[src/include/bob_macros.svh]
`ifndef BOB_MACROS_SVH
`define BOB_MACROS_SVH

`default_nettype none

// ring geometry
`define BOB_COUNT 48 // branches in flight
`define BOB_IDX_W 6  // enough for BOB_COUNT slots

// branch addresses and targets
`define BOB_PC_W 32

`default_nettype wire

`endif
[src/logic/bob_entry_pkg.sv]
`include "bob_macros.svh"

`default_nettype none

package bob_entry_pkg;

  typedef logic [`BOB_IDX_W-1:0] bob_idx_t;

  // written into the issue RAM when a branch is allocated
  typedef struct packed {
    logic [`BOB_PC_W-1:0] pc;
    logic                 pred_taken;
    logic [`BOB_PC_W-1:0] pred_target;
  } bob_issue_rec_t;

  // written into the resolve RAM by the execution units
  typedef struct packed {
    logic                 act_taken;
    logic [`BOB_PC_W-1:0] act_target; // real next pc when taken
  } bob_resolve_rec_t;

endpackage

`default_nettype wire

[src/logic/bob_port_pkg.sv]
`include "bob_macros.svh"

`default_nettype none

package bob_port_pkg;

  import bob_entry_pkg::*;

  // one branch entering the buffer
  typedef struct packed {
    logic           valid;
    bob_issue_rec_t rec;
  } bob_issue_t;

  // outcome of a branch from an execution unit
  typedef struct packed {
    logic             valid;
    bob_idx_t         idx; // slot handed out at allocate
    bob_resolve_rec_t rec;
  } bob_resolve_t;

  // one retired branch, in program order
  typedef struct packed {
    logic                 valid;
    bob_idx_t             idx;
    logic [`BOB_PC_W-1:0] pc;
    logic                 mispredict;
    logic [`BOB_PC_W-1:0] act_target;
  } bob_retire_t;

endpackage

`default_nettype wire

[src/logic/bob_retire_unit.sv]
`default_nettype none

module bob_retire_unit (
  input  logic                            clk,
  input  logic                            rst,
  input  logic                            flush,
  input  logic                            has_entry,
  input  logic                            head_done,
  input  bob_entry_pkg::bob_idx_t         retire_idx,
  input  bob_entry_pkg::bob_issue_rec_t   issue_rec,
  input  bob_entry_pkg::bob_resolve_rec_t resolve_rec,
  output logic                            do_retire,
  output bob_port_pkg::bob_retire_t       retire
);

  import bob_entry_pkg::*;

  logic     ret_valid_q;
  bob_idx_t ret_idx_q;
  logic     dir_wrong;
  logic     target_wrong;

  // oldest branch leaves once its outcome is known
  assign do_retire = has_entry && head_done && !flush;

  always_ff @(posedge clk) begin
    if (rst) begin
      ret_valid_q <= 1'b0;
    end else begin
      ret_valid_q <= do_retire; // a flush does not cancel a report in progress
    end
  end

  always_ff @(posedge clk) begin
    if (do_retire) begin
      ret_idx_q <= retire_idx;
    end
  end

  // RAM address was captured at the same edge, so the records belong to ret_idx_q
  assign dir_wrong = (resolve_rec.act_taken != issue_rec.pred_taken);
  assign target_wrong = resolve_rec.act_taken && issue_rec.pred_taken &&
                        (resolve_rec.act_target != issue_rec.pred_target);

  assign retire.valid = ret_valid_q;
  assign retire.idx = ret_idx_q;
  assign retire.pc = issue_rec.pc;
  assign retire.mispredict = dir_wrong || target_wrong;
  assign retire.act_target = resolve_rec.act_target;

endmodule

`default_nettype wire

[config.mk]
export PLATFORM = sky130hd
export DESIGN_NAME = bob_retire_unit
export DESIGN_NICKNAME = d
export VERILOG_FILES = /design/src/logic/bob_entry_pkg.sv /design/src/logic/bob_port_pkg.sv /design/src/logic/bob_retire_unit.sv
export VERILOG_INCLUDE_DIRS = /design/src /design/src/include
export SDC_FILE = /design/constraint.sdc
export NUM_CORES = 1
export LEC_CHECK = 0
export BUFFER_PORTS_ARGS = -buffer_cell sky130_fd_sc_hd__buf_2
export CORE_AREA = 2 2 71 73
export DETAILED_ROUTE_END_ITERATION = 16
export DIE_AREA = 0 0 73 75
export PLACE_DENSITY = 0.69
export SYNTH_ARGS = -nofsm -noshare
export SYNTH_HDL_FRONTEND = slang
export SYNTH_SLANG_ARGS = --single-unit
[constraint.sdc]
create_clock -name clk -period 1 [get_ports clk]
set_input_delay 0.05 -clock clk [delete_from_list [all_inputs] [get_ports clk]]
set_output_delay 0.05 -clock clk [all_outputs]
set_load 0.02 [all_outputs]
==> impl_metrics.yaml <==
finish:
  final_cells: 241
  num-nets-final: 298
  final_cell_area_mm2: 0.00143
  drive_above_1_share_pct: 68.4
  area_growth_pct: 34.3
  diodes: 0
  nFillCells: 479
  final_common_cell: "buf_2"
  layout_common_cells: "113 x buf_2, 31 x xor2_1, 7 x dlygate4sd3_1"
floorplanning:
  start_util_pct: 22.9
  core_area_mm2: 0.00466
  dieHeight_um: 75
  die_w_um: 73
  num_rows: 25
  io_pins: 182
  dieArea_mm2: 0.00548
placed_design:
  routabilityCongestion: 0.724
  place_area_mm2: 0.00126
  hpwl_um: 2180
  port_buffers: 117
  dp.cells: 230
yosys:
  yosys_warnings: 0
  synth_top_area_cell: "buf_4"
  avgSynthCellArea_um2: 8.89
  yosysSeqAreaShare_pct: 18.8
  syn_inst: 120
  synth_top_area_share_pct: 45.7
  yosys-top-cells-area: "buf_4 46%, xor2_1 26%, edfxtp_1 17%, nor4_1 4.7%, dfxtp_1 1.9%"
  syn-cell-area_mm2: 0.00107
  syn_nets: 230
  synthDistinctLibCells: 12
  ys_seq_elements: 7
global_route:
  grt_pass1_vias: 944
  antenna_found_initial: 0
  grt_use_total_pct: 8.86
  grt_remaining_overflow: 0
  grt_max_degree: 8
  grt_pass1_wl_um: 3750
power_and_ir_drop:
  switching_share_pct: 31.9
  pwr-share-comb_pct: 43.2
  internal-power_w: 0.000878
  ir_drop_mv: 0.390
  p_per_area_mw_per_mm2: 899
  p_clk_share_pct: 30.8
  power_leakage_nw: 0.768
  p_seq_share_pct: 26.0
  p_sw_w: 0.000412
drt:
  drtAntennaViolNets: 0
  drt_first_iter_violations: 16
  routed_wirelength_um: 2560
  viasPerCell: 3.90
  drc: 0
  drt-pass1-iter-count: 3
  avgRoutedWirePerCell_um: 10.6
  vias: 941
clock_network:
  clk_pin_slew_ns: 0.04
  cts-root-buf: "clkbuf_8"
  cts_setup_buffers: 0
  cts_buffers: 3
  cts.sinks: 7
  htreeDepth: 1
  clock_path_buffers: 2
  cts_tree: "yes"
critical_path:
  slowest_stage: "nor4_4"
  crit_type: "input port to primary output"
  worstPathArrival_ns: 1.25
  path_max_fanout: 2
  crit_start: "resolve_rec[23]"
  critPathLaunchType: "input port"
  cp_cell_sequence: "buf_6 -> xor2_2 -> nor4_4 -> buf_4 -> nand4_1 -> o21ai_1 -> nand2b_1 -> buf_6"
  crit_required_ns: 0.95
  cp_common_cell: "buf_6"
  crit_cells: 8
  crit_family: "simple AND/OR/NAND/NOR gates"
  cp-endpoint: "retire[32]"
  end_kind: "primary output"
  worst-path-buf-inv: 3
  cpPeakStageDelay_ns: 0.31
timing:
  relSlewSlack_pct: 76.8
  hold_viol_final: 0
  finalCritPeriodShare_pct: 130
  fin_crit_ns: 1.30
  whs_ns: 0.0214
  tightest_slew_ns: 0.345
  setup_violations: 1
  finalSetupTns_ns: -0.297
  fmax_mhz: 771
  timing_max_transition_violations_final: 0
  setup_ws_ns: -0.297
  rsz0062_at_grt: "yes"
worst_hold_path:
  min_path_type: "input port to flop"
job:
  drv_cap: 0
status:
  violations: "setup timing"
  outcome: "finished, violations left"
==> Yosys cell counts <==
library cell	count
o21ai_1	1
nor4_1	8
buf_4	65
dfxtp_1	1
nor3_1	1
nand2b_1	1
edfxtp_1	6
nor2_1	1
ha_1	1
xor2_1	32
nand4_1	2
nand2_1	1
==> what timing repair did <==
item                                   in CTS  in global routing
endpoints found under the hold margin       7                  0
setup endpoints to repair                   1                  1
hold buffers                                7                  0
pin swaps                                   3                  4
gates cloned                                0                  0
gates resized for setup                     6                  4
==> power groups by stage <==
stage                     Clock (W)  Combinational (W)  Sequential (W)
after floorplan                   0           0.000486        0.000356
final                      0.000397           0.000557        0.000335
after global placement            0           0.000501        0.000339
after detailed placement          0           0.000508        0.000340
after CTS                  0.000411           0.000551        0.000335
after global routing       0.000424           0.000606        0.000336
==> registers in the layout (all words and copies together) (netlist names) <==
signal and cells:
ret_valid_q 1, ret_idx_q 6
==> cell type report <==
| type | count | area, µm² | area share [%] |
|---|---|---|---|
| Clock buffer | 4 | 45.0 | 3.14 |
| Sequential cell | 7 | 200 | 14.0 |
| Tap cell | 54 | 67.6 | 4.71 |
| Timing Repair Buffer | 128 | 711 | 49.6 |
| Multi-Input combinational cell | 48 | 410 | 28.6 |
==> through the flow <==
step	setup slack, ns	utilization [%]	total power, W
after CTS	-0.356	30.3	0.00130
after global placement	-0.420	27.1	0.000840
after detailed placement	-0.418	27.1	0.000847
after global routing	-0.395	30.8	0.00137
final	-0.297	30.8	0.00129
after floorplan	0.115	-	0.000842
==> cell families (layout without fill, tap and decap cells) <==
logic type,after synthesis,count (layout),share of synthesized area [%]
flops,7,7,18.8
buf+inv,65,132,45.7
simple gates,14,14,7.62
fa+ha+maj,1,1,1.17
xor+xnor,32,32,26.3
compound gates,1,1,0.468
==> metal layers <==
layer  share of wire [%]  track usage (%)  wire length, µm  vias up
met5                   0                0                0        -
met4                 3.9             7.61               99        0
met3                  12             2.01              302       16
met2                  51             16.5             1310       79
met1                  33             8.08              840      388
li1                    -                -                -      458
==> worst min path at each step <==
stage | start | to | cells past startpoint
floorplan | rst | ret_valid_q$_SDFF_PP0_ | 1
detailed placement | issue_rec[51] | retire[51] | 0
CTS | flush | ret_valid_q$_SDFF_PP0_ | 2
global placement | issue_rec[51] | retire[51] | 0
global route | flush | ret_valid_q$_SDFF_PP0_ | 2
finish | flush | ret_valid_q$_SDFF_PP0_ | 2
Note: power is estimated with default switching activity, not from simulation.
