**src/include/bob_macros.svh**
```systemverilog
`ifndef BOB_MACROS_SVH
`define BOB_MACROS_SVH

`default_nettype none

// ring geometry
`define BOB_COUNT 48 // branches in flight
`define BOB_IDX_W 6  // enough for BOB_COUNT slots

// branch addresses and targets
`define BOB_PC_W 32

`default_nettype wire

`endif
```
**src/logic/bob_entry_pkg.sv**
```systemverilog
`include "bob_macros.svh"

`default_nettype none

package bob_entry_pkg;

  typedef logic [`BOB_IDX_W-1:0] bob_idx_t;

  // written into the issue RAM when a branch is allocated
  typedef struct packed {
    logic [`BOB_PC_W-1:0] pc;
    logic                 pred_taken;
    logic [`BOB_PC_W-1:0] pred_target;
  } bob_issue_rec_t;

  // written into the resolve RAM by the execution units
  typedef struct packed {
    logic                 act_taken;
    logic [`BOB_PC_W-1:0] act_target; // real next pc when taken
  } bob_resolve_rec_t;

endpackage

`default_nettype wire

```
**src/logic/bob_entry_ram.sv**
```systemverilog
`include "bob_macros.svh"

`default_nettype none

module bob_entry_ram #(
  parameter type payload_t = logic
) (
  input  logic                    clk,
  input  logic                    read_en,
  input  bob_entry_pkg::bob_idx_t read_addr,
  output payload_t                read_data,
  input  logic                    write_en,
  input  bob_entry_pkg::bob_idx_t write_addr,
  input  payload_t                write_data
);

  import bob_entry_pkg::*;

  payload_t mem [`BOB_COUNT];
  bob_idx_t read_addr_q;

  always_ff @(posedge clk) begin
    if (write_en) begin
      mem[write_addr] <= write_data;
    end
    if (read_en) begin
      read_addr_q <= read_addr; // data shows up the cycle after
    end
  end

  assign read_data = mem[read_addr_q];

endmodule

`default_nettype wire

```
**config.mk**
```make
export PLATFORM = sky130hd
export DESIGN_NAME = bob_entry_ram
export DESIGN_NICKNAME = d
export VERILOG_FILES = /design/src/logic/bob_entry_pkg.sv /design/src/logic/bob_entry_ram.sv
export VERILOG_INCLUDE_DIRS = /design/src /design/src/include
export SDC_FILE = /design/constraint.sdc
export NUM_CORES = 1
export LEC_CHECK = 0
export ABC_AREA = 1
export BUFFER_PORTS_ARGS = -buffer_cell sky130_fd_sc_hd__buf_2
export CAP_MARGIN = 20
export CORE_MARGIN = 10
export CORE_UTILIZATION = 35
export DETAILED_ROUTE_END_ITERATION = 7
export GPL_ROUTABILITY_DRIVEN = 0
export PLACE_DENSITY = 0.6
export SETUP_SLACK_MARGIN = 0.3
export SYNTH_ARGS = -nofsm -noshare
export SYNTH_HDL_FRONTEND = slang
export SYNTH_SLANG_ARGS = --single-unit
```
**constraint.sdc**
```tcl
create_clock -name clk -period 1.5 [get_ports clk]
set_clock_uncertainty 0.05 [all_clocks]
set_input_delay 0.3 -clock clk [delete_from_list [all_inputs] [get_ports clk]]
set_output_delay 0.3 -clock clk [all_outputs]
set_load 0.02 [all_outputs]
```
==> impl_metrics.csv, run 1 <==
group,metric,value,unit
power,power_leakage,0.00116,µW
power,irDropWorstVdd,0.403,mV
cts,cts_buffers,9,
setup_path,path_buf_inv,3,
floorplan,initial_core_util,36.5,%
power,combinationalPowerShare,10.3,%
setup_path,crit_path_max_incr_delay,390,ps
cts,path_clk_slew,60,ps
floorplan,fp.dieArea,11500,µm²
cts,cts_tree,"done",
global_routing,grt_use_total,10.2,%
cts,cts_setup_buffers,0,
layout,layout-drive-gt1-share,19.4,%
placed_design,io_buffer_count,16,
power,switchingPower,862,µW
global_routing,grt_antenna_before_repair,0,
power,cellPowerDensity,1180,nW/µm²
logic_synthesis,syn_inst,262,
sta,slew_headroom,76.2,%
cts,clock-sinks,60,
layout,multi_input_area,796,µm²
drt,met3_length,319,µm
logic_synthesis,yosysTopAreaCellShare,60.6,%
layout,regArea,1750,µm²
logic_synthesis,synth-seq-area-share,65.1,%
floorplan,std_cell_rows,31,
drt,vias,1911,
logic_synthesis,synth-main-ff-cell,"edfxtp_1",
logic_synthesis,synth.area.top_cells,"edfxtp_1 (61%), nor2_1 (8.4%), nand2_1 (7.2%), nand3_1 (6.4%), dfxtp_1 (4.5%)",
cts,root_buffer,"clkbuf_8",
drt,dr_wl_met2,2480,µm
sta,fin_ws,-504,ps
layout,n_fill_cell,701,
setup_path,critical_path_class,"reg -> out",
power,seq_power_share,49.4,%
global_routing,grt_pass1_wl,9110,µm
placed_design,dp_hpwl,3940,µm
sta,min_period_over_period,134,%
logic_synthesis,synth_warnings,0,
sta,fin_hold_ws,103,ps
power,power.share.clock,40.2,%
logic_synthesis,yosysTopAreaCell,"edfxtp_1",
setup_path,required,1150,ps
floorplan,die_w,107,µm
sta,setup_viol,1,
logic_synthesis,syn_area,2680,µm²
layout,diodes,0,
setup_path,cp-end-kind,"output pin",
drt,drtIter0Drc,91,
setup_path,cp-start-kind,"register",
power,switching_share,22.6,%
cts,clk_path_buf_depth,2,
logic_synthesis,synth.distinct_cells,19,
power,finalPower,3810,µW
layout,area_delta_synth_final,20.2,%
floorplan,die_h,107,µm
drt,avgViaCountPerCell,4.80,
setup_path,crit_chain,"buf_12 -> buf_4 -> nand2_1 -> nand3_1 -> nand3_1 -> nand2_1 -> nand2_1 -> nand3_1 -> nand3_1 -> nand2_2 -> buf_6",
sta,hold_viol_final,0,
drt,drcViolationCount,0,
setup_path,worstPathMaxFanout,11,
logic_synthesis,ys_ff_latch,60,
power,p_int,2940,µW
job,cap_violations,0,
layout,final_util,43.8,%
setup_path,critical_path.slowest_cell,"dfxtp_4",
sta,fmaxAchievable,0.499,GHz
status,status,"finished with violations",
sta,tightest_slew,356,ps
drt,top_layer_used,"met4",
placed_design,place_area,2950,µm²
status,violations,"setup timing",
logic_synthesis,syn_avg_cell_area,10.2,µm²
drt,wl_met1,2800,µm
setup_path,worstPathArrival,1650,ps
drt,ant_nets,0,
drt,first_pass_iters,4,
logic_synthesis,synth-edff-count,54,
cts,worstSkewPairLatency,330,ps
setup_path,crit_top_cell,"nand3_1",
drt,routedWlPerCell,14.3,µm
sta,final_max_slew_viol_count,0,
logic_synthesis,async_flop_share,0,%
logic_synthesis,synth.most_common_cell,"nor2_1",
logic_synthesis,synthesis.nets,278,
drt,drt_wl_total,5710,µm
sta,rsz0062_at_grt,"true",
cts,htree_num_levels,3,
logic_synthesis,synth_common_cells,"nor2_1 (60), edfxtp_1 (54), nand2_1 (51), nand3_1 (34), inv_1 (18)",
layout,fin_nets,311,
layout,final_area,3210,µm²
floorplan,placeableCoreArea,7330,µm²
floorplan,io_pins,17,
global_routing,grt_max_degree,49,
sta,min_period,2000,ps
setup_path,cp_top_family,"simple AND/OR/NAND/NOR gates",
global_routing,grt_pass1_vias,1860,
global_routing,overflow,0,
hold_path,hp-class,"in -> reg",
==> cells in the final DEF (no fill, tap or decap), drive strengths merged <==
cell,n
nand3,34
clkbuf,10
clkinv,3
nor3,8
edfxtp,54
nor2,60
mux2,6
bufinv,2
buf,31
nand2,51
nor4,1
dfxtp,6
nand4,1
o211ai,4
inv,20
o21ai,8
==> worst paths after layout <==
path                                          startpoint                       end  slack (ps)  cells past startpoint
worst max-delay path                            register                 read_data        -500                     11
worst min-delay path                        read_addr[4]  read_addr_q[4]$_DFFE_PP_         100                      1
worst max register to register  read_addr_q[0]$_DFFE_PP_                  register         720                      1
worst min register to register  read_addr_q[2]$_DFFE_PP_                  register         430                      1
==> cells by family after synthesis <==
kind of cell,count (synthesis),share of synthesized area [%]
mux,6,2.53
flops,60,65.1
simple gates,155,23.9
compound gates,12,2.62
buf+inv,29,5.85
==> stage by stage <==
stage | setup TNS (ps) | instances | setup WS, ps
2_1_floorplan | 0 | 262 | 45.1
3_3_place_gp | -169 | 382 | -169
3_5_place_dp | -200 | 382 | -200
4_1_cts | -507 | 398 | -507
5_1_grt | -629 | 398 | -629
6_report | -504 | 398 | -504
==> power by group through the flow <==
stage	clock network, µW	registers (µW)	logic (µW)
2_1_floorplan	0	1910	241
6_report	1530	1880	393
4_1_cts	1560	1880	397
5_1_grt	1630	1890	438
3_5_place_dp	0	1910	362
3_3_place_gp	0	1910	357
==> sequential cells by signal, indices dropped and copies added (netlist names), named ones only <==
| register | count |
|---|---|
| read_addr_q | 6 |
| mem | 48 |
==> area by class of cell <==
type                            instances  area share, %
Clock buffer                           10           3.97
Tap cell                               99           3.85
Clock inverter                          5           2.41
Timing Repair Buffer                   31           7.98
Inverter                               20           2.72
Sequential cell                        60           54.3
Multi-Input combinational cell        173           24.8
==> routing by layer <==
layer  vias up  GRT usage, %
li1        953             -
met1       887          13.4
met2        60          14.7
met3        11          2.99
met4         0          5.25
met5         -             0
==> what timing repair did <==
item | in CTS | in global routing
gates cloned | 1 | 0
resized for setup | 6 | 5
hold buffers | 0 | 0
pin swaps | 0 | 3
endpoints found under the setup margin | 1 | 3
Note: power is estimated with default switching activity, not from simulation.
==> run 2, diff against run 1 <==
Clock period 1.5 ns to 2.4 ns, I/O delays scaled along.
==> run 2 against run 1 <==
Effect of this change:
- the run now ends clean
- non-clock buffer count is 8 lower
- sequential power is 37% lower
- total power is 39% lower
- critical path depth stayed put
- wire length is 5.6% higher
- first-iteration DRC count is 54% higher
- largest power group unchanged
- highest routed layer unchanged
==> impl_metrics.csv, run 2 (synthesized netlist as in run 1, its figures left out) <==
group,metric,value,unit
cts,cts_buffers,9,
sta,fmaxAchievable,0.455,GHz
drt,vias,1911,
drt,ant_nets,0,
drt,routedWlPerCell,15.4,µm
layout,top_regs,"mem x48, read_addr_q x6",
sta,min_period,2200,ps
floorplan,std_cell_rows,31,
layout,diodes,0,
status,status,"finished clean",
floorplan,fp.dieArea,11500,µm²
setup_path,critical_path_class,"reg -> out",
setup_path,cp-end-kind,"output pin",
layout,largest_reg_flops,48,
sta,fin_hold_ws,285,ps
setup_path,crit_path_max_incr_delay,400,ps
cts,cts_tree,"done",
placed_design,placed_cells,371,
sta,slew_headroom,52.5,%
power,finalPower,2320,µW
sta,hold_viol_final,0,
sta,fin_tns_setup,0,ps
layout,area_delta_synth_final,22.0,%
sta,tightest_slew,713,ps
floorplan,placeableCoreArea,7330,µm²
layout,layout_common_cells,"nor2_1 (58), edfxtp_1 (54), nand2_1 (39)",
sta,min_period_over_period,91.6,%
setup_path,required,1870,ps
sta,final_max_slew_viol_count,0,
power,power_leakage,0.00117,µW
setup_path,r2r_setup_slack,1600,ps
drt,drt_wl_total,6030,µm
global_routing,grt_use_total,11.1,%
setup_path,cp-start-kind,"register",
layout,fin_nets,304,
global_routing,grt_max_degree,49,
setup_path,critical_path.slowest_cell,"dfxtp_4",
layout,instances_no_fill,392,
job,cap_violations,0,
layout,final_common_cell,"nor2_1",
drt,avgViaCountPerCell,4.88,
drt,first_pass_iters,4,
power,cellPowerDensity,710,nW/µm²
sta,rsz0062_at_grt,"true",
global_routing,overflow,0,
placed_design,io_buffer_count,16,
cts,clock-sinks,60,
global_routing,grt_pass1_vias,2028,
cts,worstSkewPairLatency,330,ps
global_routing,grt_antenna_before_repair,0,
cts,clk_path_buf_depth,2,
placed_design,dp_hpwl,3930,µm
floorplan,die_w,107,µm
cts,htree_num_levels,3,
floorplan,die_h,107,µm
layout,layout-drive-gt1-share,25.3,%
cts,root_buffer,"clkbuf_8",
floorplan,io_pins,17,
floorplan,initial_core_util,36.5,%
setup_path,crit_chain,"buf_6 -> buf_16 -> nand2_2 -> nand3_2 -> nand3_2 -> nand2_2 -> nand2_1 -> nand3_1 -> nand3_1 -> nand2_1 -> buf_6",
drt,drcViolationCount,0,
cts,path_clk_slew,60,ps
layout,max_flop_register,"mem",
drt,drtIter0Drc,140,
setup_path,worstPathArrival,1670,ps
hold_path,hp-class,"in -> reg",
power,irDropWorstVdd,0.241,mV
sta,setup_viol,0,
global_routing,grt_pass1_wl,9930,µm
setup_path,worstPathMaxFanout,6,
cts,hold_buffers,0,
-- run 2: stage by stage --
stage                     util (%)  worst slack (ps)  area (µm²)
after floorplan                  -               735        2680
after global placement        38.7               504        2840
after detailed placement      38.7               451        2840
after CTS                     44.0               202        3230
after global routing          44.5              95.6        3260
final                         44.5               200        3260
-- run 2: where the power goes --
| part | internal (µW) | switching, µW |
|---|---|---|
| logic | 115 | 161 |
| registers | 1160 | 16.4 |
| clock network | 474 | 387 |
| total | 1750 | 564 |
-- run 2: what timing repair did --
action,4_1_cts,5_1_grt
gates cloned,4,0
buffers inserted,1,0
endpoints found under the setup margin,1,1
pin swaps,22,7
hold endpoints to repair,0,0
resized for setup,35,9
-- run 2: critical path: cells and delay by family (launching register included) --
family	cells	cell delay [ps]
buffers and inverters	3	380
flip-flops	1	400
AND/OR/NAND/NOR	8	550
-- run 2: layout make-up --
class                      instances  area, µm²
clock buffer                      11        131
sequential                        60       1750
inverter                          20       93.8
clock inverter                     5       52.6
timing repair inverter             1       11.3
tap                               99        124
fill                             697       4070
timing repair buffer              23        219
multi-input combinational        173        882
-- run 2: final timing paths --
kind	start	end	cells after the start
worst max-delay path	register	read_data	11
worst min-delay path	read_addr[1]	read_addr_q[1]$_DFFE_PP_	1
worst max register to register	read_addr_q[1]$_DFFE_PP_	register	1
worst min register to register	read_addr_q[4]$_DFFE_PP_	register	1
-- run 2: layer usage --
metal	vias up	track usage (%)	share of wire (%)
met5	-	0	0
met4	0	4.68	2.0
met3	9	4.97	6.3
met2	65	16.8	46
met1	893	13.4	46
li1	944	-	-
