==> config.mk <==
export PLATFORM = sky130hd
export DESIGN_NAME = bob_done_tracker
export DESIGN_NICKNAME = d
export VERILOG_FILES = /design/src/logic/bob_entry_pkg.sv /design/src/logic/bob_done_tracker.sv
export VERILOG_INCLUDE_DIRS = /design/src /design/src/include
export SDC_FILE = /design/constraint.sdc
export NUM_CORES = 1
export LEC_CHECK = 0
export BUFFER_PORTS_ARGS = -buffer_cell sky130_fd_sc_hd__clkbuf_2
export CAP_MARGIN = 10
export CORE_MARGIN = 4
export CORE_UTILIZATION = 63
export DETAILED_ROUTE_END_ITERATION = 10
export PLACE_DENSITY = 0.86
export SYNTH_ARGS = -nofsm -noshare
export SYNTH_HDL_FRONTEND = slang
export SYNTH_SLANG_ARGS = --single-unit
==> constraint.sdc <==
create_clock -name clk -period 3.2 [get_ports clk]
set_input_delay 0.32 -clock clk [delete_from_list [all_inputs] [get_ports clk]]
set_output_delay 0.32 -clock clk [all_outputs]
set_load 0.01 [all_outputs]
==> src/include/bob_macros.svh <==
`ifndef BOB_MACROS_SVH
`define BOB_MACROS_SVH

`default_nettype none

// ring geometry
`define BOB_COUNT 48 // branches in flight
`define BOB_IDX_W 6  // enough for BOB_COUNT slots

// branch addresses and targets
`define BOB_PC_W 32

`default_nettype wire

`endif
==> src/logic/bob_entry_pkg.sv <==
`include "bob_macros.svh"

`default_nettype none

package bob_entry_pkg;

  typedef logic [`BOB_IDX_W-1:0] bob_idx_t;

  // written into the issue RAM when a branch is allocated
  typedef struct packed {
    logic [`BOB_PC_W-1:0] pc;
    logic                 pred_taken;
    logic [`BOB_PC_W-1:0] pred_target;
  } bob_issue_rec_t;

  // written into the resolve RAM by the execution units
  typedef struct packed {
    logic                 act_taken;
    logic [`BOB_PC_W-1:0] act_target; // real next pc when taken
  } bob_resolve_rec_t;

endpackage

`default_nettype wire

==> src/logic/bob_done_tracker.sv <==
`include "bob_macros.svh"

`default_nettype none

module bob_done_tracker (
  input  logic                    clk,
  input  logic                    rst,
  input  logic                    flush,
  input  logic                    alloc_fire,
  input  bob_entry_pkg::bob_idx_t alloc_idx,
  input  logic                    resolve_valid,
  input  bob_entry_pkg::bob_idx_t resolve_idx,
  input  bob_entry_pkg::bob_idx_t retire_idx,
  output logic                    head_done
);

  logic [`BOB_COUNT-1:0] done; // one resolved bit per slot

  always_ff @(posedge clk) begin
    if (rst || flush) begin
      done <= '0;
    end else begin
      if (alloc_fire) begin
        done[alloc_idx] <= 1'b0; // fresh branch, not resolved yet
      end
      if (resolve_valid) begin
        done[resolve_idx] <= 1'b1;
      end
    end
  end

  assign head_done = done[retire_idx];

endmodule

`default_nettype wire

==> impl_metrics.ini, run 1 <==
[status]
status = completed

[timing]
fin_tns_setup_ns = 0
worst_clock_skew_ns = 0
maxSlewViolCount = 0
tightest_slew_ns = 1.06
hold_viol_final = 0
finalCriticalPeriod_ns = 2.38
finalCritPeriodShare = 0.745
relSlewSlack = 0.291
fmax_ghz = 0.419
rsz0062_at_grt = false
setup_viol = 0

[floorplan]
die_w_microns = 69.5
num_rows = 22
die-area_sq_um = 4830
initial_core_util = 0.651
pin_count = 24
die_h_microns = 69.5
core_sq_um = 3660

[finish]
syn2layout_area_growth_pct = 7.98
largest-register = done
layout.nets = 326
layout-drive-gt1-share = 0.141
largest_register_ffs = 48
antennaDiodeCount = 0
reg_top3 = done (48)

[synthesis]
synth_nets = 310
synth_area_sq_um = 2380
synth-edff-count = 0
ys.flop_type = dfxtp_1
yosys-top-cells-count = 57 x nand2_1, 48 x dfxtp_1, 47 x a21oi_1
synth_cells = 287
synth_top_area_share = 0.403
ys_types = 36
synth.most_common_cell = nand2_1
postSynth.asyncResetShare = 0
yosysSeqAreaShare = 0.403
avgSynthCellArea_sq_um = 8.30
yosysWarnings = 0
yosysTopAreaCell = dfxtp_1
synth.top_cells.by_area = dfxtp_1 40%, a21oi_1 9.9%, mux4_2 9.5%
ys_seq_elements = 48

[placement]
place_hpwl_microns = 4630
place_congestion = 0.891
port_buffers = 23

[hold_path]
worstHoldPathType = in -> reg
hold_path_depth = 4

[worst_setup_path]
cp.depth = 6
cp.arrival_ns = 2.06
cp_data_required_time_ns = 2.88
cp_slowest_cell = mux4_2
startpoint_type = input port
cp_top_family = multiplexers
endpoint_kind = output port
path_buf_inv = 2
crit_chain = clkbuf_2, mux4_2, mux4_2, nand3_1, o41ai_1, clkbuf_2
critPathKind = in -> out
path_max_fanout = 14
cpPeakStageDelay_ns = 0.56
worst_r2r_path_depth = 2

[flow_run]
cap_violations = 0

[power_and_ir_drop]
p_total_w = 0.00107
powerDensity_nw_per_um2 = 416
peakVddDrop_uv = 262
power_leakage_nw = 0.835

[grt]
grt_pass1_vias = 2155
grt_util_all_layers = 0.276
grt_max_degree = 49
grt_pass1_wl_microns = 10400
overflow = 0
antenna_found_initial = 0

[clock_network]
cts_tree = built
postCtsSetupBuffers = 0
htree_levels = 2
cts_num_sinks = 48
clockBufferDepth = 2
clockRootBuffer = clkbuf_8
clk-insertion-delay-late_ns = 0.31
post_cts_resized = 0
path_clk_slew_ns = 0.09
cts_buffers = 5
postCtsHoldBufs = 0

[routing]
via_count = 2303
dr.first_iter.drc_count = 252
ant_nets = 0
drc = 0
drt_wl_total_microns = 6610
post_drt_wl_per_cell_microns = 18.8
vias_per_cell = 6.54
drt_pass1_iterations = 7
metal layers:
| metal | routed length, microns | GRT usage | vias up |
|---|---|---|---|
| met5 | 0 | 0 | - |
| met1 | 2520 | 0.324 | 1066 |
| met4 | 319 | 0.165 | 0 |
| li1 | - | - | 1066 |
| met3 | 632 | 0.0739 | 36 |
| met2 | 3140 | 0.448 | 135 |
worst reg2reg max path, delay by kind of cell (launching register included):
| kind | cells | cell delay (ns) |
|---|---|---|
| flops | 1 | 0.34 |
| compound gates | 2 | 0.28 |
through the flow:
stage / hold slack [ns] / setup WS, ns / std cells / area, sq um / utilization
after floorplan: 0.445 / 1.19 / 287 / 2380 / -
after global placement: 0.461 / 0.839 / 344 / 2480 / 0.679
after detailed placement: 0.471 / 0.811 / 344 / 2480 / 0.679
after CTS: 0.359 / 0.812 / 352 / 2570 / 0.703
after global routing: 0.384 / 0.692 / 352 / 2570 / 0.703
final: 0.355 / 0.816 / 352 / 2570 / 0.703
area by class of cell:
| class | count | area [sq um] |
|---|---|---|
| Multi-Input combinational cell | 223 | 1340 |
| Fill cell | 296 | 1090 |
| Timing Repair Buffer | 24 | 123 |
| Sequential cell | 48 | 961 |
| Clock inverter | 3 | 18.8 |
| Clock buffer | 5 | 68.8 |
| Tap cell | 48 | 60.1 |
| Inverter | 1 | 3.75 |
placed cells by master, fill, tap and decap left out:
cell type / instances
nand2_1: 57
dfxtp_1: 48
a21oi_1: 47
o21ai_1: 35
clkbuf_2: 23
o21ai_0: 11
mux4_2: 10
nand3_1: 8
mux2i_1: 7
nor3b_1: 7
nor2_1: 6
and2_1: 6
nor2b_1: 5
clkbuf_8: 5
and3b_1: 4
nor3_1: 3
a22oi_1: 2
nand2b_1: 2
clkinv_2: 2
mux2_2: 1
a31oi_1: 1
a2bb2oi_1: 1
a221oi_1: 1
and3_1: 1
inv_1: 1
a311oi_1: 1
o41ai_1: 1
or2_1: 1
o31ai_1: 1
or3b_1: 1
nand4_1: 1
or3_1: 1
nand3b_1: 1
clkinv_4: 1
buf_4: 1
final timing paths:
check	from	to	slack, ns
setup / recovery	retire_idx[0]	head_done	0.82
hold / removal	resolve_idx[0]	done[18]$_SDFF_PP0_	0.35
setup reg to reg	done[40]$_SDFF_PP0_	done[40]$_SDFF_PP0_	2.52
hold reg to reg	done[15]$_SDFF_PP0_	done[15]$_SDFF_PP0_	0.48
where the power goes:
part	switching (W)	leakage [nW]	internal (W)
clock	0.000210	0.0479	0.000153
combinational	0.0000736	0.401	0.0000340
sequential	0.000000885	0.387	0.000598
total	0.000284	0.835	0.000785
logic make-up after synthesis:
| kind of cell | after synthesis | synth area share |
|---|---|---|
| DFF | 48 | 0.403 |
| muxes | 18 | 0.129 |
| and+or+nand+nor | 104 | 0.211 |
| buffers and inverters | 16 | 0.0352 |
| AOI/OAI and AO/OA | 101 | 0.222 |
No activity file was read; power rests on OpenSTA's default activity.
==> run 2: changes to the inputs <==
--- a/config.mk
+++ b/config.mk
@@ -6,12 +6,13 @@
 export SDC_FILE = /design/constraint.sdc
 export NUM_CORES = 1
 export LEC_CHECK = 0
+export ABC_AREA = 1
 export BUFFER_PORTS_ARGS = -buffer_cell sky130_fd_sc_hd__clkbuf_2
 export CAP_MARGIN = 10
 export CORE_MARGIN = 4
-export CORE_UTILIZATION = 63
+export CORE_UTILIZATION = 58
 export DETAILED_ROUTE_END_ITERATION = 10
-export PLACE_DENSITY = 0.86
+export PLACE_DENSITY = 0.8
 export SYNTH_ARGS = -nofsm -noshare
 export SYNTH_HDL_FRONTEND = slang
 export SYNTH_SLANG_ARGS = --single-unit
==> constraint.sdc (replaced) <==
create_clock -name clk -period 2.33 [get_ports clk]
set_input_delay 0.233 -clock clk [delete_from_list [all_inputs] [get_ports clk]]
set_output_delay 0.233 -clock clk [all_outputs]
set_load 0.01 [all_outputs]
==> impl_metrics.ini, run 2 <==
[status]
status = completed

[floorplan]
die_w_microns = 72.6
num_rows = 23
core_sq_um = 4030
pin_count = 24
die-area_sq_um = 5270
die_h_microns = 72.6
initial_core_util = 0.601

[synthesis]
yosys-top-cells-count = 102 x nand2_1, 56 x o21ai_0, 48 x a21oi_1, 48 x dfxtp_1, 33 x nand3_1
yosysSeqAreaShare = 0.397
avgSynthCellArea_sq_um = 6.46
yosysTopAreaCell = dfxtp_1
synth_cells = 375
synth_area_sq_um = 2420
ys_types = 16
synth.most_common_cell = nand2_1
synth_top_area_share = 0.397
yosysWarnings = 0
synth-edff-count = 0
ys_seq_elements = 48
synth.top_cells.by_area = dfxtp_1 40%, nand2_1 16%, o21ai_0 12%
postSynth.asyncResetShare = 0
ys.flop_type = dfxtp_1
synth_nets = 398

[clock_network]
clockRootBuffer = clkbuf_8
cts_num_sinks = 48
htree_levels = 2
post_cts_resized = 0
clockBufferDepth = 2
clk-insertion-delay-late_ns = 0.30
postCtsSetupBuffers = 0
postCtsHoldBufs = 0
cts_tree = built
cts_buffers = 5
path_clk_slew_ns = 0.09

[hold_path]
hold_path_depth = 4
worstHoldPathType = in -> reg
hp-start = resolve_idx[3]
min_to = done[16]$_SDFF_PP0_

[finish]
final_cell_mix = 102 x nand2_1, 56 x o21ai_0, 48 x a21oi_1, 48 x dfxtp_1, 33 x nand3_1
layout.nets = 422
post-route-util = 0.665
syn2layout_area_growth_pct = 10.7
reg_top3 = done (48)
largest-register = done
antennaDiodeCount = 0
layout-drive-gt1-share = 0.0950
n_fill_cell = 368
layout_commonest_cell = nand2_1
largest_register_ffs = 48
final_cells = 450

[grt]
grt_max_degree = 49
antenna_found_initial = 0
grt_pass1_wl_microns = 12100
grt_pass1_vias = 2457
overflow = 0
grt_util_all_layers = 0.299

[worst_setup_path]
path_max_fanout = 2
startpoint_type = register
r2r-end = done[3]$_SDFF_PP0_
cpPeakStageDelay_ns = 0.37
cp_slowest_cell = dfxtp_1
cp.arrival_ns = 1.39
worst_r2r_path_depth = 2
endpoint_kind = output port
ff2ff_setup_slack_ns = 1.64
crit_chain = nand2_1, nand3_1, nand3_1, nand2_1, nand2_1, nand3_1, nand3_1, nand2_1, clkbuf_2
cp_data_required_time_ns = 2.10
critPathKind = reg -> out
r2r-start = done[3]$_SDFF_PP0_

[routing]
dr.first_iter.drc_count = 310
ant_nets = 0
via_count = 2690
drt_wl_total_microns = 7380
post_drt_wl_per_cell_microns = 16.4
drt_pass1_iterations = 6
drc = 0
vias_per_cell = 5.98

[timing]
hold_viol_final = 0
finalCritPeriodShare = 0.696
fmax_ghz = 0.616
maxSlewViolCount = 0
finalCriticalPeriod_ns = 1.62
relSlewSlack = 0.379
tightest_slew_ns = 0.931
fin_tns_setup_ns = 0
worst_clock_skew_ns = 0
rsz0062_at_grt = false
setup_viol = 0

[placement]
place_hpwl_microns = 5210
placed_cells = 442
port_buffers = 23
place_congestion = 0.869

[flow_run]
cap_violations = 0

[power_and_ir_drop]
power_leakage_nw = 0.943
peakVddDrop_uv = 398
powerDensity_nw_per_um2 = 562
-- run 2: worst max-delay path by stage --
stage,from,to,slack (ns),cells past startpoint
floorplan,retire_idx[0],head_done,0.93,11
global placement,retire_idx[1],head_done,0.78,10
detailed placement,retire_idx[1],head_done,0.76,10
CTS,done[20]$_SDFF_PP0_,head_done,0.72,9
global route,done[20]$_SDFF_PP0_,head_done,0.59,9
finish,done[20]$_SDFF_PP0_,head_done,0.71,9
-- run 2: layout make-up --
| class | count | area (sq um) | share of cell area |
|---|---|---|---|
| repair buffers | 30 | 168 | 0.0626 |
| well taps | 50 | 62.6 | 0.0233 |
| multi-input cells | 289 | 1310 | 0.489 |
| inverters | 25 | 93.8 | 0.0350 |
| flip-flops and latches | 48 | 961 | 0.359 |
| clock inverters | 1 | 8.76 | 0.00327 |
| clock buffers | 7 | 76.3 | 0.0285 |
-- run 2: layer usage --
layer	vias up	global-route usage	wire (microns)
met5	-	0	0
met4	0	0.107	230
met3	27	0.0565	604
met2	128	0.462	3400
met1	1222	0.415	3150
li1	1313	-	-
-- run 2: cell families (layout without fill, tap and decap cells) --
group,Yosys count,after routing,synth area share
AOI/OAI and AO/OA,108,108,0.227
and+or+nand+nor,181,181,0.314
DFF,48,48,0.397
buffers and inverters,38,63,0.0620
-- run 2: metrics by stage --
step | total power (W) | cell area (sq um) | hold WS, ns | setup slack [ns]
detailed placement | 0.00102 | 2590 | 0.466 | 0.758
global placement | 0.00102 | 2590 | 0.459 | 0.783
CTS | 0.00150 | 2680 | 0.301 | 0.720
floorplan | 0.000949 | 2420 | 0.442 | 0.928
global route | 0.00156 | 2680 | 0.328 | 0.589
finish | 0.00151 | 2680 | 0.318 | 0.707
-- run 2: power breakdown --
part           total (W)  internal (W)  switching, W
Sequential      0.000823      0.000822    0.00000122
Combinational   0.000181     0.0000520      0.000129
Clock           0.000503      0.000215      0.000287
Total            0.00151       0.00109      0.000418
-- run 2: critical path, delay by kind of cell (launching register included) --
family | cells | cell delay [ns]
flip-flops | 1 | 0.37
AND/OR/NAND/NOR | 8 | 0.60
buffers and inverters | 1 | 0.12
