## config.mk

```make
export PLATFORM = sky130hd
export DESIGN_NAME = bob_ring_ctrl
export DESIGN_NICKNAME = d
export VERILOG_FILES = /design/src/logic/bob_entry_pkg.sv /design/src/logic/bob_ring_ctrl.sv
export VERILOG_INCLUDE_DIRS = /design/src /design/src/include
export SDC_FILE = /design/constraint.sdc
export NUM_CORES = 1
export LEC_CHECK = 0
export ABC_AREA = 1
export BUFFER_PORTS_ARGS = -buffer_cell sky130_fd_sc_hd__buf_2
export CAP_MARGIN = 20
export CORE_ASPECT_RATIO = 0.6
export CORE_UTILIZATION = 60
export CTS_BUF_LIST = sky130_fd_sc_hd__clkbuf_16
export DETAILED_ROUTE_END_ITERATION = 8
export GPL_ROUTABILITY_DRIVEN = 0
export GPL_TIMING_DRIVEN = 0
export PLACE_DENSITY = 0.84
export SLEW_MARGIN = 5
export SYNTH_ARGS = -nofsm -noshare
export SYNTH_HDL_FRONTEND = slang
export SYNTH_SLANG_ARGS = --single-unit
```

## constraint.sdc

```tcl
create_clock -name clk -period 6.4 [get_ports clk]
set_clock_uncertainty 0.05 [all_clocks]
set_input_delay 0.64 -clock clk [delete_from_list [all_inputs] [get_ports clk]]
set_output_delay 0.64 -clock clk [all_outputs]
set_load 0.02 [all_outputs]
```

## src/include/bob_macros.svh

```systemverilog
`ifndef BOB_MACROS_SVH
`define BOB_MACROS_SVH

`default_nettype none

// ring geometry
`define BOB_COUNT 48 // branches in flight
`define BOB_IDX_W 6  // enough for BOB_COUNT slots

// branch addresses and targets
`define BOB_PC_W 32

`default_nettype wire

`endif
```

## src/logic/bob_entry_pkg.sv

```systemverilog
`include "bob_macros.svh"

`default_nettype none

package bob_entry_pkg;

  typedef logic [`BOB_IDX_W-1:0] bob_idx_t;

  // written into the issue RAM when a branch is allocated
  typedef struct packed {
    logic [`BOB_PC_W-1:0] pc;
    logic                 pred_taken;
    logic [`BOB_PC_W-1:0] pred_target;
  } bob_issue_rec_t;

  // written into the resolve RAM by the execution units
  typedef struct packed {
    logic                 act_taken;
    logic [`BOB_PC_W-1:0] act_target; // real next pc when taken
  } bob_resolve_rec_t;

endpackage

`default_nettype wire

```

## src/logic/bob_ring_ctrl.sv

```systemverilog
`include "bob_macros.svh"

`default_nettype none

module bob_ring_ctrl (
  input  logic                    clk,
  input  logic                    rst,
  input  logic                    flush,
  input  logic                    issue_valid,
  output logic                    alloc_ready,
  output logic                    alloc_fire,
  output bob_entry_pkg::bob_idx_t alloc_idx,
  input  logic                    do_retire,
  output logic                    has_entry,
  output bob_entry_pkg::bob_idx_t retire_idx
);

  import bob_entry_pkg::*;

  localparam logic [`BOB_IDX_W:0] FULL_COUNT = `BOB_COUNT;
  localparam bob_idx_t LAST_IDX = `BOB_COUNT - 1;

  logic [`BOB_IDX_W:0] count; // branches between retire and allocate pointers

  function automatic bob_idx_t next_idx(input bob_idx_t idx);
    if (idx == LAST_IDX) begin
      return '0;
    end
    return idx + 1'b1;
  endfunction

  assign alloc_ready = (count != FULL_COUNT);
  assign alloc_fire = issue_valid && alloc_ready && !flush;
  assign has_entry = (count != '0);

  always_ff @(posedge clk) begin
    if (rst) begin
      alloc_idx <= '0;
      retire_idx <= '0;
      count <= '0;
    end else if (flush) begin
      retire_idx <= alloc_idx; // drop everything still in flight
      count <= '0;
    end else begin
      if (alloc_fire) begin
        alloc_idx <= next_idx(alloc_idx);
      end
      if (do_retire) begin
        retire_idx <= next_idx(retire_idx);
      end
      // both at once leaves the count alone
      if (alloc_fire && !do_retire) begin
        count <= count + 1'b1;
      end else if (do_retire && !alloc_fire) begin
        count <= count - 1'b1;
      end
    end
  end

endmodule

`default_nettype wire

```

==> flow_summary.rst, run 1 <==
.. list-table::
   :header-rows: 1

   * - Metric
     - Value
   * - Global-route wire length before repair
     - 5.43 mm
   * - Number of slew-limit violations in the final report
     - 0
   * - Highest attainable clock frequency
     - about 400 MHz
   * - Most common cell in the netlist
     - sky130_fd_sc_hd__nand2_1
   * - CP Capture Type
     - register
   * - Setup CP Type
     - register to register
   * - Number of levels in the clock H-tree
     - 1
   * - Placement Rows
     - 12
   * - Flop and latch count out of synthesis
     - 19
   * - Switching share of total power
     - 0.292
   * - Summed negative setup slack over all endpoints
     - 0 ps
   * - Initial DRC count
     - 116
   * - Primary FF master, synth
     - sky130_fd_sc_hd__dfxtp_1
   * - Syn Area/Cell
     - 7.31 um2
   * - Period Utilization, post-route
     - 0.386
   * - Setup repair after global routing missed its margin
     - no
   * - Standard cell core area
     - 0.00195 mm2
   * - Worst Tran Pin Value
     - 649 ps
   * - DRC violations left
     - 0
   * - Hold buffers post-CTS
     - 0
   * - Longest individual stage delay on the worst path
     - 460 ps
   * - Arr. time, crit path
     - 2550 ps
   * - Power per unit of standard cell area
     - 218 mW/mm2
   * - Slowest cell on the critical path
     - sky130_fd_sc_hd__dfxtp_1
   * - VDD IR max
     - approximately 0.17 mV
   * - Number of nets in the finished design
     - 217
   * - Total standard cell area after synthesis
     - 0.00132 mm2
   * - Maximum fanout encountered on the critical timing path
     - 9
   * - Part of the Yosys area used for sequential elements
     - 0.289
   * - Fraction of layout cells with a size suffix above 1
     - 0.208
   * - Final wirelength
     - 3.06 mm
   * - Remaining global-route overflow
     - 0
   * - Required time of the worst setup path
     - 6480 ps
   * - Cell type with the largest total area after synthesis
     - sky130_fd_sc_hd__dfxtp_1
   * - Final hold violation count
     - 0
   * - Maximum clock path buffer count
     - 2
   * - Static Leak
     - 0.779 nW
   * - Largest net degree at the start of global routing
     - 12
   * - Remaining max-slew budget at the tightest pin
     - 0.568
   * - Final critical delay including setup and external delays
     - 2470 ps
   * - Post-detail-place hpwl
     - 2.33 mm
   * - Overall routing resource usage
     - 0.307
   * - Floorplan die width
     - between 60 and 70 um
   * - Final setup margin
     - 3930 ps
   * - Number of warnings printed during yosys synthesis
     - 0
   * - Io pins
     - 20
   * - Vias
     - 1,258
   * - Largest cells by area after synthesis
     - sky130_fd_sc_hd__dfxtp_1, sky130_fd_sc_hd__nand2_1, sky130_fd_sc_hd__inv_1, sky130_fd_sc_hd__ha_1, sky130_fd_sc_hd__nand3_1
   * - Clock tree from TritonCTS
     - done
   * - Synthesized instance count
     - 180
   * - Post-Place Worst Slack
     - 3700 ps
   * - Area share of the largest cell type after synthesis
     - 0.289
   * - Post-CTS clock slew at the launch and capture registers of the worst setup and hold paths
     - 50 ps
   * - Via count of the first global-routing pass
     - 1,184
   * - # resized after CTS
     - 0
   * - Clock network fraction of total power
     - 0.387
   * - Outcome
     - finished clean
   * - Clock root buffer master
     - sky130_fd_sc_hd__clkbuf_16
   * - Min-delay worst type
     - register to register
   * - Clock Latency Late Sink
     - between 200 and 300 ps
   * - Number of buffer cells added on primary ports
     - 18
   * - Crit path top cell by count
     - sky130_fd_sc_hd__nand2_1
   * - Max capacitance violation total
     - 0
   * - CTS buffer count
     - 3
   * - Antenna Nets Post-Route
     - 0
   * - Cell-by-cell listing of the critical path
     - nor2_2 -> nand3_2 -> nor2_4 -> nor2_8 -> ha_1 -> inv_1 -> fa_1 -> nand2_1 -> nand2_1 -> nand3_1 -> nand2_1 -> nand2_1 -> nand2_1 -> nand2_1 -> a21oi_1
   * - Ranking of synthesized cells by instance count
     - sky130_fd_sc_hd__nand2_1, sky130_fd_sc_hd__inv_1, sky130_fd_sc_hd__dfxtp_1
   * - Area Overhead vs Synth
     - 15.6%
   * - EDFF count, synth
     - 0
   * - Pre-antenna DRT Iters
     - 4
   * - Number of antenna cells inserted
     - 0
   * - Vertical die dimension
     - roughly 38 um
   * - Internal cell power
     - about 0.00023 W
   * - Number of distinct library cell variants in the gate-level netlist after synthesis
     - 32
   * - Power share of the sequential group
     - 0.395
   * - Async SR Flop Fraction
     - 0
   * - Total nets after synthesis
     - 194
   * - Combinational group share of total power
     - 0.218
   * - Post-CTS Setup Inserts
     - 0
   * - Average routed wire per standard cell
     - 13.3 um
   * - Overall die area
     - about 0.0024 mm2
   * - Switching power
     - 0.0000966 W
   * - Vias per cell
     - 5.47
   * - Final setup viols
     - 0
   * - Initial Utilization
     - 0.674
   * - Number of antenna violations at the first check in global routing
     - 0
   * - Sink count of the clock tree
     - 19
   * - Critical path startpoint category
     - register
## registers in the layout, indices dropped and copies added, names as in the netlist
signal and count:
retire_idx 6, alloc_idx 6, count 7
## routing by layer
metal	routed length (um)	up-vias	GRT usage
met2	1410	38	0.538
met3	197	2	0.0685
met1	1440	589	0.388
met5	0	-	0
li1	-	629	-
met4	13	0	0.0930
## cells in the final DEF (no fill, tap or decap), drive strengths merged, types with 2 or more instances in the layout
master / netlist / final
dfxtp: 19 / 19
inv: 29 / 29
nand3: 16 / 16
xnor2: 2 / 2
clkbuf: 1 / 4
clkinv: 1 / 2
buf: 2 / 20
o21ai: 7 / 7
a21oi: 15 / 15
nand2: 41 / 41
nand4: 4 / 4
nor2: 17 / 17
a22oi: 3 / 3
ha: 8 / 8
xor2: 8 / 8
## cells by family after synthesis
kind of cell,synth area share
AND/OR/NAND/NOR,0.314
AO/OA/AOI/OAI,0.127
buffers and inverters,0.112
flip-flops,0.289
XOR/XNOR,0.0666
adder cells (fa/ha/maj),0.0913
## worst max-delay path: cells and delay by family (launching register included)
family / cells / cell delay, ps
AOI/OAI and AO/OA: 1 / 50
DFF: 1 / 460
buffers and inverters: 1 / 150
and+or+nand+nor: 11 / 980
adders and majority gates: 2 / 670
## area by class of cell
cell class | count | area [um2]
buffer | 3 | 20.0
clock buffer | 3 | 75.1
clock inverter | 1 | 5.00
fill | 156 | 432
inverter | 30 | 128
multi-input combinational | 128 | 787
sequential | 19 | 380
tap | 28 | 35.0
timing repair buffer | 18 | 90.1
## worst paths after layout
path,start,end,slack (ps),cells after the start
max reg2reg,count[0],count[6],3930,15
max,count[0],count[6],3930,15
min,count[6],count[6],460,2
min reg2reg,count[6],count[6],460,2
## through the flow
| stage | cell area [um2] | util | power [W] | hold slack (ps) | std cells |
|---|---|---|---|---|---|
| floorplan | 1320 | - | 0.000187 | 419 | 180 |
| global placement | 1440 | 0.738 | 0.000200 | 432 | 226 |
| detailed placement | 1440 | 0.738 | 0.000204 | 447 | 226 |
| CTS | 1520 | 0.779 | 0.000332 | 453 | 230 |
| global route | 1520 | 0.779 | 0.000351 | 486 | 230 |
| finish | 1520 | 0.779 | 0.000331 | 460 | 230 |
## power groups by stage
| stage | Combinational, W | Sequential (W) | Clock (W) |
|---|---|---|---|
| floorplan | 0.0000530 | 0.000134 | 0 |
| global placement | 0.0000676 | 0.000133 | 0 |
| detailed placement | 0.0000705 | 0.000133 | 0 |
| CTS | 0.0000716 | 0.000131 | 0.000130 |
| global route | 0.0000829 | 0.000132 | 0.000136 |
| finish | 0.0000722 | 0.000131 | 0.000128 |
No activity file was read; power rests on OpenSTA's default activity.
==> run 2, diff against run 1 <==
--- a/config.mk
+++ b/config.mk
@@ -10,12 +10,12 @@
 export BUFFER_PORTS_ARGS = -buffer_cell sky130_fd_sc_hd__buf_2
 export CAP_MARGIN = 20
 export CORE_ASPECT_RATIO = 0.6
-export CORE_UTILIZATION = 60
+export CORE_UTILIZATION = 50
 export CTS_BUF_LIST = sky130_fd_sc_hd__clkbuf_16
 export DETAILED_ROUTE_END_ITERATION = 8
 export GPL_ROUTABILITY_DRIVEN = 0
 export GPL_TIMING_DRIVEN = 0
-export PLACE_DENSITY = 0.84
+export PLACE_DENSITY = 0.74
 export SLEW_MARGIN = 5
 export SYNTH_ARGS = -nofsm -noshare
 export SYNTH_HDL_FRONTEND = slang
==> constraint.sdc (replaced) <==
create_clock -name clk -period 2.1 [get_ports clk]
set_clock_uncertainty 0.05 [all_clocks]
set_input_delay 0.21 -clock clk [delete_from_list [all_inputs] [get_ports clk]]
set_output_delay 0.21 -clock clk [all_outputs]
set_load 0.02 [all_outputs]
==> flow_summary.rst, run 2 (synthesis gave the netlist of run 1 again) <==
.. list-table::
   :header-rows: 1

   * - Metric
     - Value
   * - Violated checks
     - negative setup slack
   * - Number of levels in the clock H-tree
     - 1 (unchanged)
   * - Required time of the worst setup path
     - 2230 ps (-4250 ps)
   * - Leading cell type in the layout, fill and taps excluded
     - sky130_fd_sc_hd__nand2_1
   * - Hold buffers post-CTS
     - 0 (unchanged)
   * - Min-delay worst type
     - primary input to register
   * - Placement Rows
     - 13 (+1)
   * - Maximum fanout encountered on the critical timing path
     - 6 (-3)
   * - Average routed wire per standard cell
     - 15.2 um (+14%)
   * - Worst reg2reg path endpoint
     - count[6]
   * - Setup repair after global routing missed its margin
     - yes
   * - Initial DRC count
     - 79 (-32%)
   * - Period Utilization, post-route
     - 1.05 (+0.669)
   * - Static Leak
     - 0.852 nW (+9.4%)
   * - Remaining global-route overflow
     - 0 (unchanged)
   * - Commonest cells after routing, fill and taps aside
     - sky130_fd_sc_hd__nand2_1, sky130_fd_sc_hd__inv_1, sky130_fd_sc_hd__buf_2
   * - VDD IR max
     - 0.626 mV (+260%)
   * - Largest net degree at the start of global routing
     - 11 (-1)
   * - Top Registers
     - count x7, alloc_idx x6, retire_idx x6
   * - Final setup viols
     - 4 (+4)
   * - Number of antenna violations at the first check in global routing
     - 0 (unchanged)
   * - Number of slew-limit violations in the final report
     - 0 (unchanged)
   * - Outcome
     - finished, violations left
   * - Highest attainable clock frequency
     - 451 MHz (+12%)
   * - CP Capture Type
     - register
   * - Number of nets in the finished design
     - 228 (+5.1%)
   * - Final wirelength
     - 3.69 mm (+20%)
   * - Setup slack on the worst flop-to-flop path
     - -110 ps (-4040 ps)
   * - Hold wc startpoint
     - flush
   * - Fraction of layout cells with a size suffix above 1
     - 0.343 (+0.135)
   * - Worst Tran Pin Value
     - 603 ps (-45.3 ps)
   * - Floorplan die width
     - 68.2 um (+9.2%)
   * - Final critical delay including setup and external delays
     - 2210 ps (-256 ps)
   * - Vertical die dimension
     - 41.7 um (+9.0%)
   * - Summed negative setup slack over all endpoints
     - -375 ps (-375 ps)
   * - Global-route wire length before repair
     - 5.64 mm (+3.9%)
   * - Io pins
     - 20 (unchanged)
   * - Remaining max-slew budget at the tightest pin
     - 0.598 (+0.0302)
   * - Post-detail-place hpwl
     - 2.31 mm (-0.98%)
   * - Clock tree from TritonCTS
     - done
   * - Maximum clock path buffer count
     - 2 (unchanged)
   * - Area Overhead vs Synth
     - 31.9%
   * - Worst r2r src
     - count[1]
   * - Reg with most FFs
     - count
   * - Antenna Nets Post-Route
     - 0 (unchanged)
   * - Arr. time, crit path
     - 2350 ps (-200 ps)
   * - Hold Path Depth
     - 3 (+1)
   * - Final hold violation count
     - 0 (unchanged)
   * - Critical path startpoint category
     - register
   * - Sink count of the clock tree
     - 19 (unchanged)
   * - End of the worst hold path
     - retire_idx[1]
   * - DRC violations left
     - 0 (unchanged)
   * - Post-route total power
     - 0.00110 W (+230%)
   * - Vias
     - 1,320 (+4.9%)
   * - Overall routing resource usage
     - 0.265 (-0.0422)
   * - Post-CTS clock slew at the launch and capture registers of the worst setup and hold paths
     - 60 ps (about the same)
   * - Overall die area
     - 0.00285 mm2 (+19%)
   * - Number of buffer cells added on primary ports
     - 18 (unchanged)
   * - Final setup margin
     - -115 ps (-4040 ps)
   * - Max capacitance violation total
     - 0 (unchanged)
   * - CTS buffer count
     - 3 (unchanged)
   * - Number of antenna cells inserted
     - 0 (unchanged)
   * - Power per unit of standard cell area
     - 634 mW/mm2 (+190%)
   * - Clock root buffer master
     - sky130_fd_sc_hd__clkbuf_16
   * - Vias per cell
     - 5.43 (-0.68%)
   * - R2r worst-path depth
     - 14 (-1)
   * - Standard cell core area
     - 0.00233 mm2 (+19%)
   * - Setup CP Type
     - register to register
   * - Via count of the first global-routing pass
     - 1,265 (+6.8%)
   * - Initial Utilization
     - 0.565 (-0.108)
   * - Clock Latency Late Sink
     - 260 ps (about the same)
   * - Pre-antenna DRT Iters
     - 4 (unchanged)
   * - Number of flip-flops under the largest register name
     - 7 (unchanged)
## run 2: metal layers
metal	vias up	global-route usage	share of wire	routed length [um]
met5	-	0	0	0
met4	0	0.0458	0.012	46
met3	7	0.0659	0.068	250
met2	54	0.414	0.46	1700
met1	612	0.368	0.46	1690
li1	647	-	-	-
## run 2: final cells by class
type                       instances  area (um2)
multi-input combinational        128         892
fill                             180         592
sequential                        19         394
timing repair buffer              29         180
inverter                          30         131
clock buffer                       3        75.1
tap                               30        37.5
buffer                             3        20.0
clock inverter                     1        3.75
## run 2: worst max-delay path: stages (launching register included)
cell and delay [ps]:
sky130_fd_sc_hd__dfxtp_4 360, sky130_fd_sc_hd__nor2_4 40, sky130_fd_sc_hd__nand3_4 90, sky130_fd_sc_hd__nor2_4 60
sky130_fd_sc_hd__nor2_8 100, sky130_fd_sc_hd__ha_4 150, sky130_fd_sc_hd__clkinvlp_4 250, sky130_fd_sc_hd__fa_2 440
sky130_fd_sc_hd__nand2_2 70, sky130_fd_sc_hd__nand2_2 60, sky130_fd_sc_hd__nand3_2 90, sky130_fd_sc_hd__nand3_1 100
sky130_fd_sc_hd__nand2_1 100, sky130_fd_sc_hd__nand2_1 50, sky130_fd_sc_hd__a21oi_1 130
## run 2: repair_timing
item,CTS,global route
setup endpoints to repair,5,5
pin swaps,4,4
resized for setup,14,13
buffers inserted,7,4
## run 2: worst max path at each step
stage,end,from
3_5_place_dp,count[6],count[0]
5_1_grt,count[6],count[3]
2_1_floorplan,count[6],count[6]
3_3_place_gp,count[6],count[0]
4_1_cts,count[6],count[1]
6_report,count[6],count[1]
## run 2: metrics by stage
stage          area [um2]  setup WS (ps)  hold WS [ps]  utilization  cells
2_1_floorplan        1330           41.2           326            -    180
3_3_place_gp         1460           -121           431        0.627    228
3_5_place_dp         1460           -190           452        0.627    228
4_1_cts              1660          -29.6           193        0.714    239
5_1_grt              1730           -208           196        0.746    243
6_report             1730           -115           187        0.746    243
## run 2: power breakdown
group / internal, W / total [W] / switching, W
logic: 0.000125 / 0.000297 / 0.000172
clock network: 0.000254 / 0.000403 / 0.000149
registers: 0.000378 / 0.000400 / 0.0000219
total: 0.000757 / 0.00110 / 0.000342
==> run 3, diff against run 2 <==
--- a/config.mk
+++ b/config.mk
@@ -9,7 +9,6 @@
 export ABC_AREA = 1
 export BUFFER_PORTS_ARGS = -buffer_cell sky130_fd_sc_hd__buf_2
 export CAP_MARGIN = 20
-export CORE_ASPECT_RATIO = 0.6
 export CORE_UTILIZATION = 50
 export CTS_BUF_LIST = sky130_fd_sc_hd__clkbuf_16
 export DETAILED_ROUTE_END_ITERATION = 8
==> flow_summary.rst, run 3 (synthesis gave the netlist of run 1 again) <==
.. list-table::
   :header-rows: 1

   * - Metric
     - Value
   * - Switching power
     - 0.000309 W (-9.8%)
   * - Post-route total power
     - 0.00105 W (-4.2%)
   * - Clock network fraction of total power
     - 0.365 (-0.002)
   * - VDD IR max
     - 0.382 mV (-39%)
   * - Number of levels in the clock H-tree
     - 1 (unchanged)
   * - Placement Rows
     - 18 (+5)
   * - Post-CTS clock slew at the launch and capture registers of the worst setup and hold paths
     - 50 ps (about the same)
   * - Reg with most FFs
     - count
   * - Commonest cells after routing, fill and taps aside
     - sky130_fd_sc_hd__nand2_1, sky130_fd_sc_hd__inv_1, sky130_fd_sc_hd__buf_2
   * - CTS buffer count
     - 3 (unchanged)
   * - Clock Latency Late Sink
     - 250 ps (about the same)
   * - Number of buffer cells added on primary ports
     - 18 (unchanged)
   * - Final wirelength
     - 3.11 mm (-16%)
   * - Floorplan die width
     - 53.3 um (-22%)
   * - Critical path startpoint category
     - register
   * - Fraction of layout cells with a size suffix above 1
     - 0.321 (-0.0221)
   * - Post-layout instance count excluding filler cells
     - 239 (-1.6%)
   * - Combinational group share of total power
     - 0.255 (-0.015)
   * - R2r worst-path depth
     - 15 (+1)
   * - Maximum fanout encountered on the critical timing path
     - 6 (unchanged)
   * - Final setup margin
     - -58.6 ps (+56.2 ps)
   * - Summed negative setup slack over all endpoints
     - -173 ps (+202 ps)
   * - Clock root buffer master
     - sky130_fd_sc_hd__clkbuf_16
   * - Fill count
     - 192 (+6.7%)
   * - Period Utilization, post-route
     - 1.03 (-0.0268)
   * - Static Leak
     - 0.824 nW (-3.3%)
   * - Violated checks
     - negative setup slack
   * - Setup CP Type
     - register to register
   * - Final standard cell utilization of the core
     - 0.679 (-0.0663)
   * - Via count of the first global-routing pass
     - 1,131 (-11%)
   * - Setup repair after global routing missed its margin
     - yes
   * - Vias per cell
     - 5.44 (+0.21%)
   * - Final hold violation count
     - 0 (unchanged)
   * - Average routed wire per standard cell
     - 13.0 um (-14%)
   * - Setup slack on the worst flop-to-flop path
     - -60 ps (+60 ps)
   * - Number of antenna violations at the first check in global routing
     - 0 (unchanged)
   * - Standard cell core area
     - 0.00248 mm2 (+6.5%)
   * - Dpl cells
     - 228 (unchanged)
   * - Final critical delay including setup and external delays
     - 2160 ps (-56.2 ps)
   * - Top Registers
     - count x7, alloc_idx x6, retire_idx x6
   * - Clock tree from TritonCTS
     - done
   * - Hold Path Depth
     - 3 (unchanged)
   * - Power per unit of standard cell area
     - 626 mW/mm2 (-1.3%)
   * - Global-route wire length before repair
     - 4.69 mm (-17%)
   * - Antenna Nets Post-Route
     - 0 (unchanged)
   * - Final setup viols
     - 5 (+1)
   * - CP Capture Type
     - register
   * - Vertical die dimension
     - 53.3 um (+28%)
   * - Worst r2r src
     - count[3]
   * - Outcome
     - finished, violations left
   * - Area Overhead vs Synth
     - 28.0%
   * - Overall routing resource usage
     - 0.227 (-0.0376)
   * - Remaining global-route overflow
     - 0 (unchanged)
   * - Io pins
     - 20 (unchanged)
   * - Leading cell type in the layout, fill and taps excluded
     - sky130_fd_sc_hd__nand2_1
   * - End of the worst hold path
     - retire_idx[1]
   * - Hold wc startpoint
     - flush
   * - Worst Tran Pin Value
     - 615 ps (+11.4 ps)
   * - Vias
     - 1,301 (-1.4%)
   * - Highest attainable clock frequency
     - 463 MHz (+2.6%)
   * - Max capacitance violation total
     - 0 (unchanged)
   * - Arr. time, crit path
     - 2230 ps (-120 ps)
   * - Initial DRC count
     - 35 (-56%)
   * - Maximum clock path buffer count
     - 2 (unchanged)
   * - Number of slew-limit violations in the final report
     - 0 (unchanged)
   * - Switching share of total power
     - 0.293 (-0.0183)
   * - Post-detail-place hpwl
     - 2.12 mm (-8.1%)
   * - Power share of the sequential group
     - 0.380 (+0.016)
   * - Number of antenna cells inserted
     - 0 (unchanged)
   * - Required time of the worst setup path
     - 2180 ps (-50 ps)
   * - Largest net degree at the start of global routing
     - 11 (unchanged)
   * - Overall die area
     - 0.00284 mm2 (-0.23%)
   * - DRC violations left
     - 0 (unchanged)
   * - Min-delay worst type
     - primary input to register
   * - Pre-antenna DRT Iters
     - 4 (unchanged)
   * - Initial Utilization
     - 0.531 (-0.0345)
   * - Worst reg2reg path endpoint
     - count[6]
   * - Number of nets in the finished design
     - 224 (-1.8%)
   * - Internal cell power
     - 0.000744 W (-1.6%)
   * - Sink count of the clock tree
     - 19 (unchanged)
   * - Remaining max-slew budget at the tightest pin
     - 0.590 (-0.00762)
   * - Number of flip-flops under the largest register name
     - 7 (unchanged)
## run 3: changes by cell type in the layout (fill, tap and decap cells not counted), moves of 2 or more
cell                      before  now
sky130_fd_sc_hd__o21ai_0       2    5
sky130_fd_sc_hd__o21ai_1       5    2
sky130_fd_sc_hd__buf_4         9    7
sky130_fd_sc_hd__buf_6         3    1
sky130_fd_sc_hd__nand2_1      34   32
sky130_fd_sc_hd__nand2_2       6    8
## run 3: power groups by stage
stage	logic [W]	clock network, W	registers (W)
floorplan	0.000163	0	0.000409
global placement	0.000206	0	0.000405
detailed placement	0.000214	0	0.000406
CTS	0.000248	0.000388	0.000396
global route	0.000294	0.000404	0.000402
finish	0.000269	0.000384	0.000400
## run 3: what timing repair did
item	in CTS	in global routing
gates resized for setup	13	7
buffers inserted	6	1
setup endpoints to repair	5	5
hold buffers	0	0
hold endpoints to repair	0	0
pin swaps	3	8
## run 3: area by class of cell
class | count | area, um2 | area share
plain buffers | 3 | 20.0 | 0.0119
clock buffers | 3 | 75.1 | 0.0446
clock inverters | 1 | 3.75 | 0.00223
inverters | 30 | 131 | 0.0781
multi-input cells | 128 | 880 | 0.523
flip-flops and latches | 19 | 393 | 0.233
well taps | 30 | 37.5 | 0.0223
repair buffers | 25 | 143 | 0.0848
## run 3: how the worst max path moves through the flow
stage,startpoint,to,cells past startpoint
global route,count[3],count[5],15
floorplan,count[6],count[6],14
finish,count[3],count[6],15
global placement,count[0],count[6],15
CTS,count[0],count[6],13
detailed placement,count[0],count[5],15
## run 3: metal layers
layer | vias up | track usage | wire length, um
met2 | 57 | 0.390 | 1480
met1 | 592 | 0.278 | 1430
met4 | 0 | 0.0877 | 51
met3 | 8 | 0.0374 | 150
li1 | 644 | - | -
met5 | - | 0 | 0
## run 3: stage by stage
stage          hold WS [ps]  setup slack (ps)  instance area [um2]
2_1_floorplan           326              41.2                 1330
3_3_place_gp            433             -95.5                 1460
3_5_place_dp            448              -154                 1460
4_1_cts                 208              2.30                 1630
5_1_grt                 213              -173                 1680
6_report                203             -58.6                 1680
## run 3: critical path, stage by stage (launching register included)
cell	delay, ps
sky130_fd_sc_hd__dfxtp_2	360
sky130_fd_sc_hd__inv_2	70
sky130_fd_sc_hd__nand3_4	90
sky130_fd_sc_hd__nor2_4	60
sky130_fd_sc_hd__nor2_8	100
sky130_fd_sc_hd__ha_4	150
sky130_fd_sc_hd__clkinvlp_4	230
sky130_fd_sc_hd__fa_2	440
sky130_fd_sc_hd__nand2_2	70
sky130_fd_sc_hd__nand2_2	60
sky130_fd_sc_hd__nand3_2	70
sky130_fd_sc_hd__nand2_1	60
sky130_fd_sc_hd__nand2_1	60
sky130_fd_sc_hd__nand2_1	50
sky130_fd_sc_hd__nand2_1	50
sky130_fd_sc_hd__a21oi_1	50
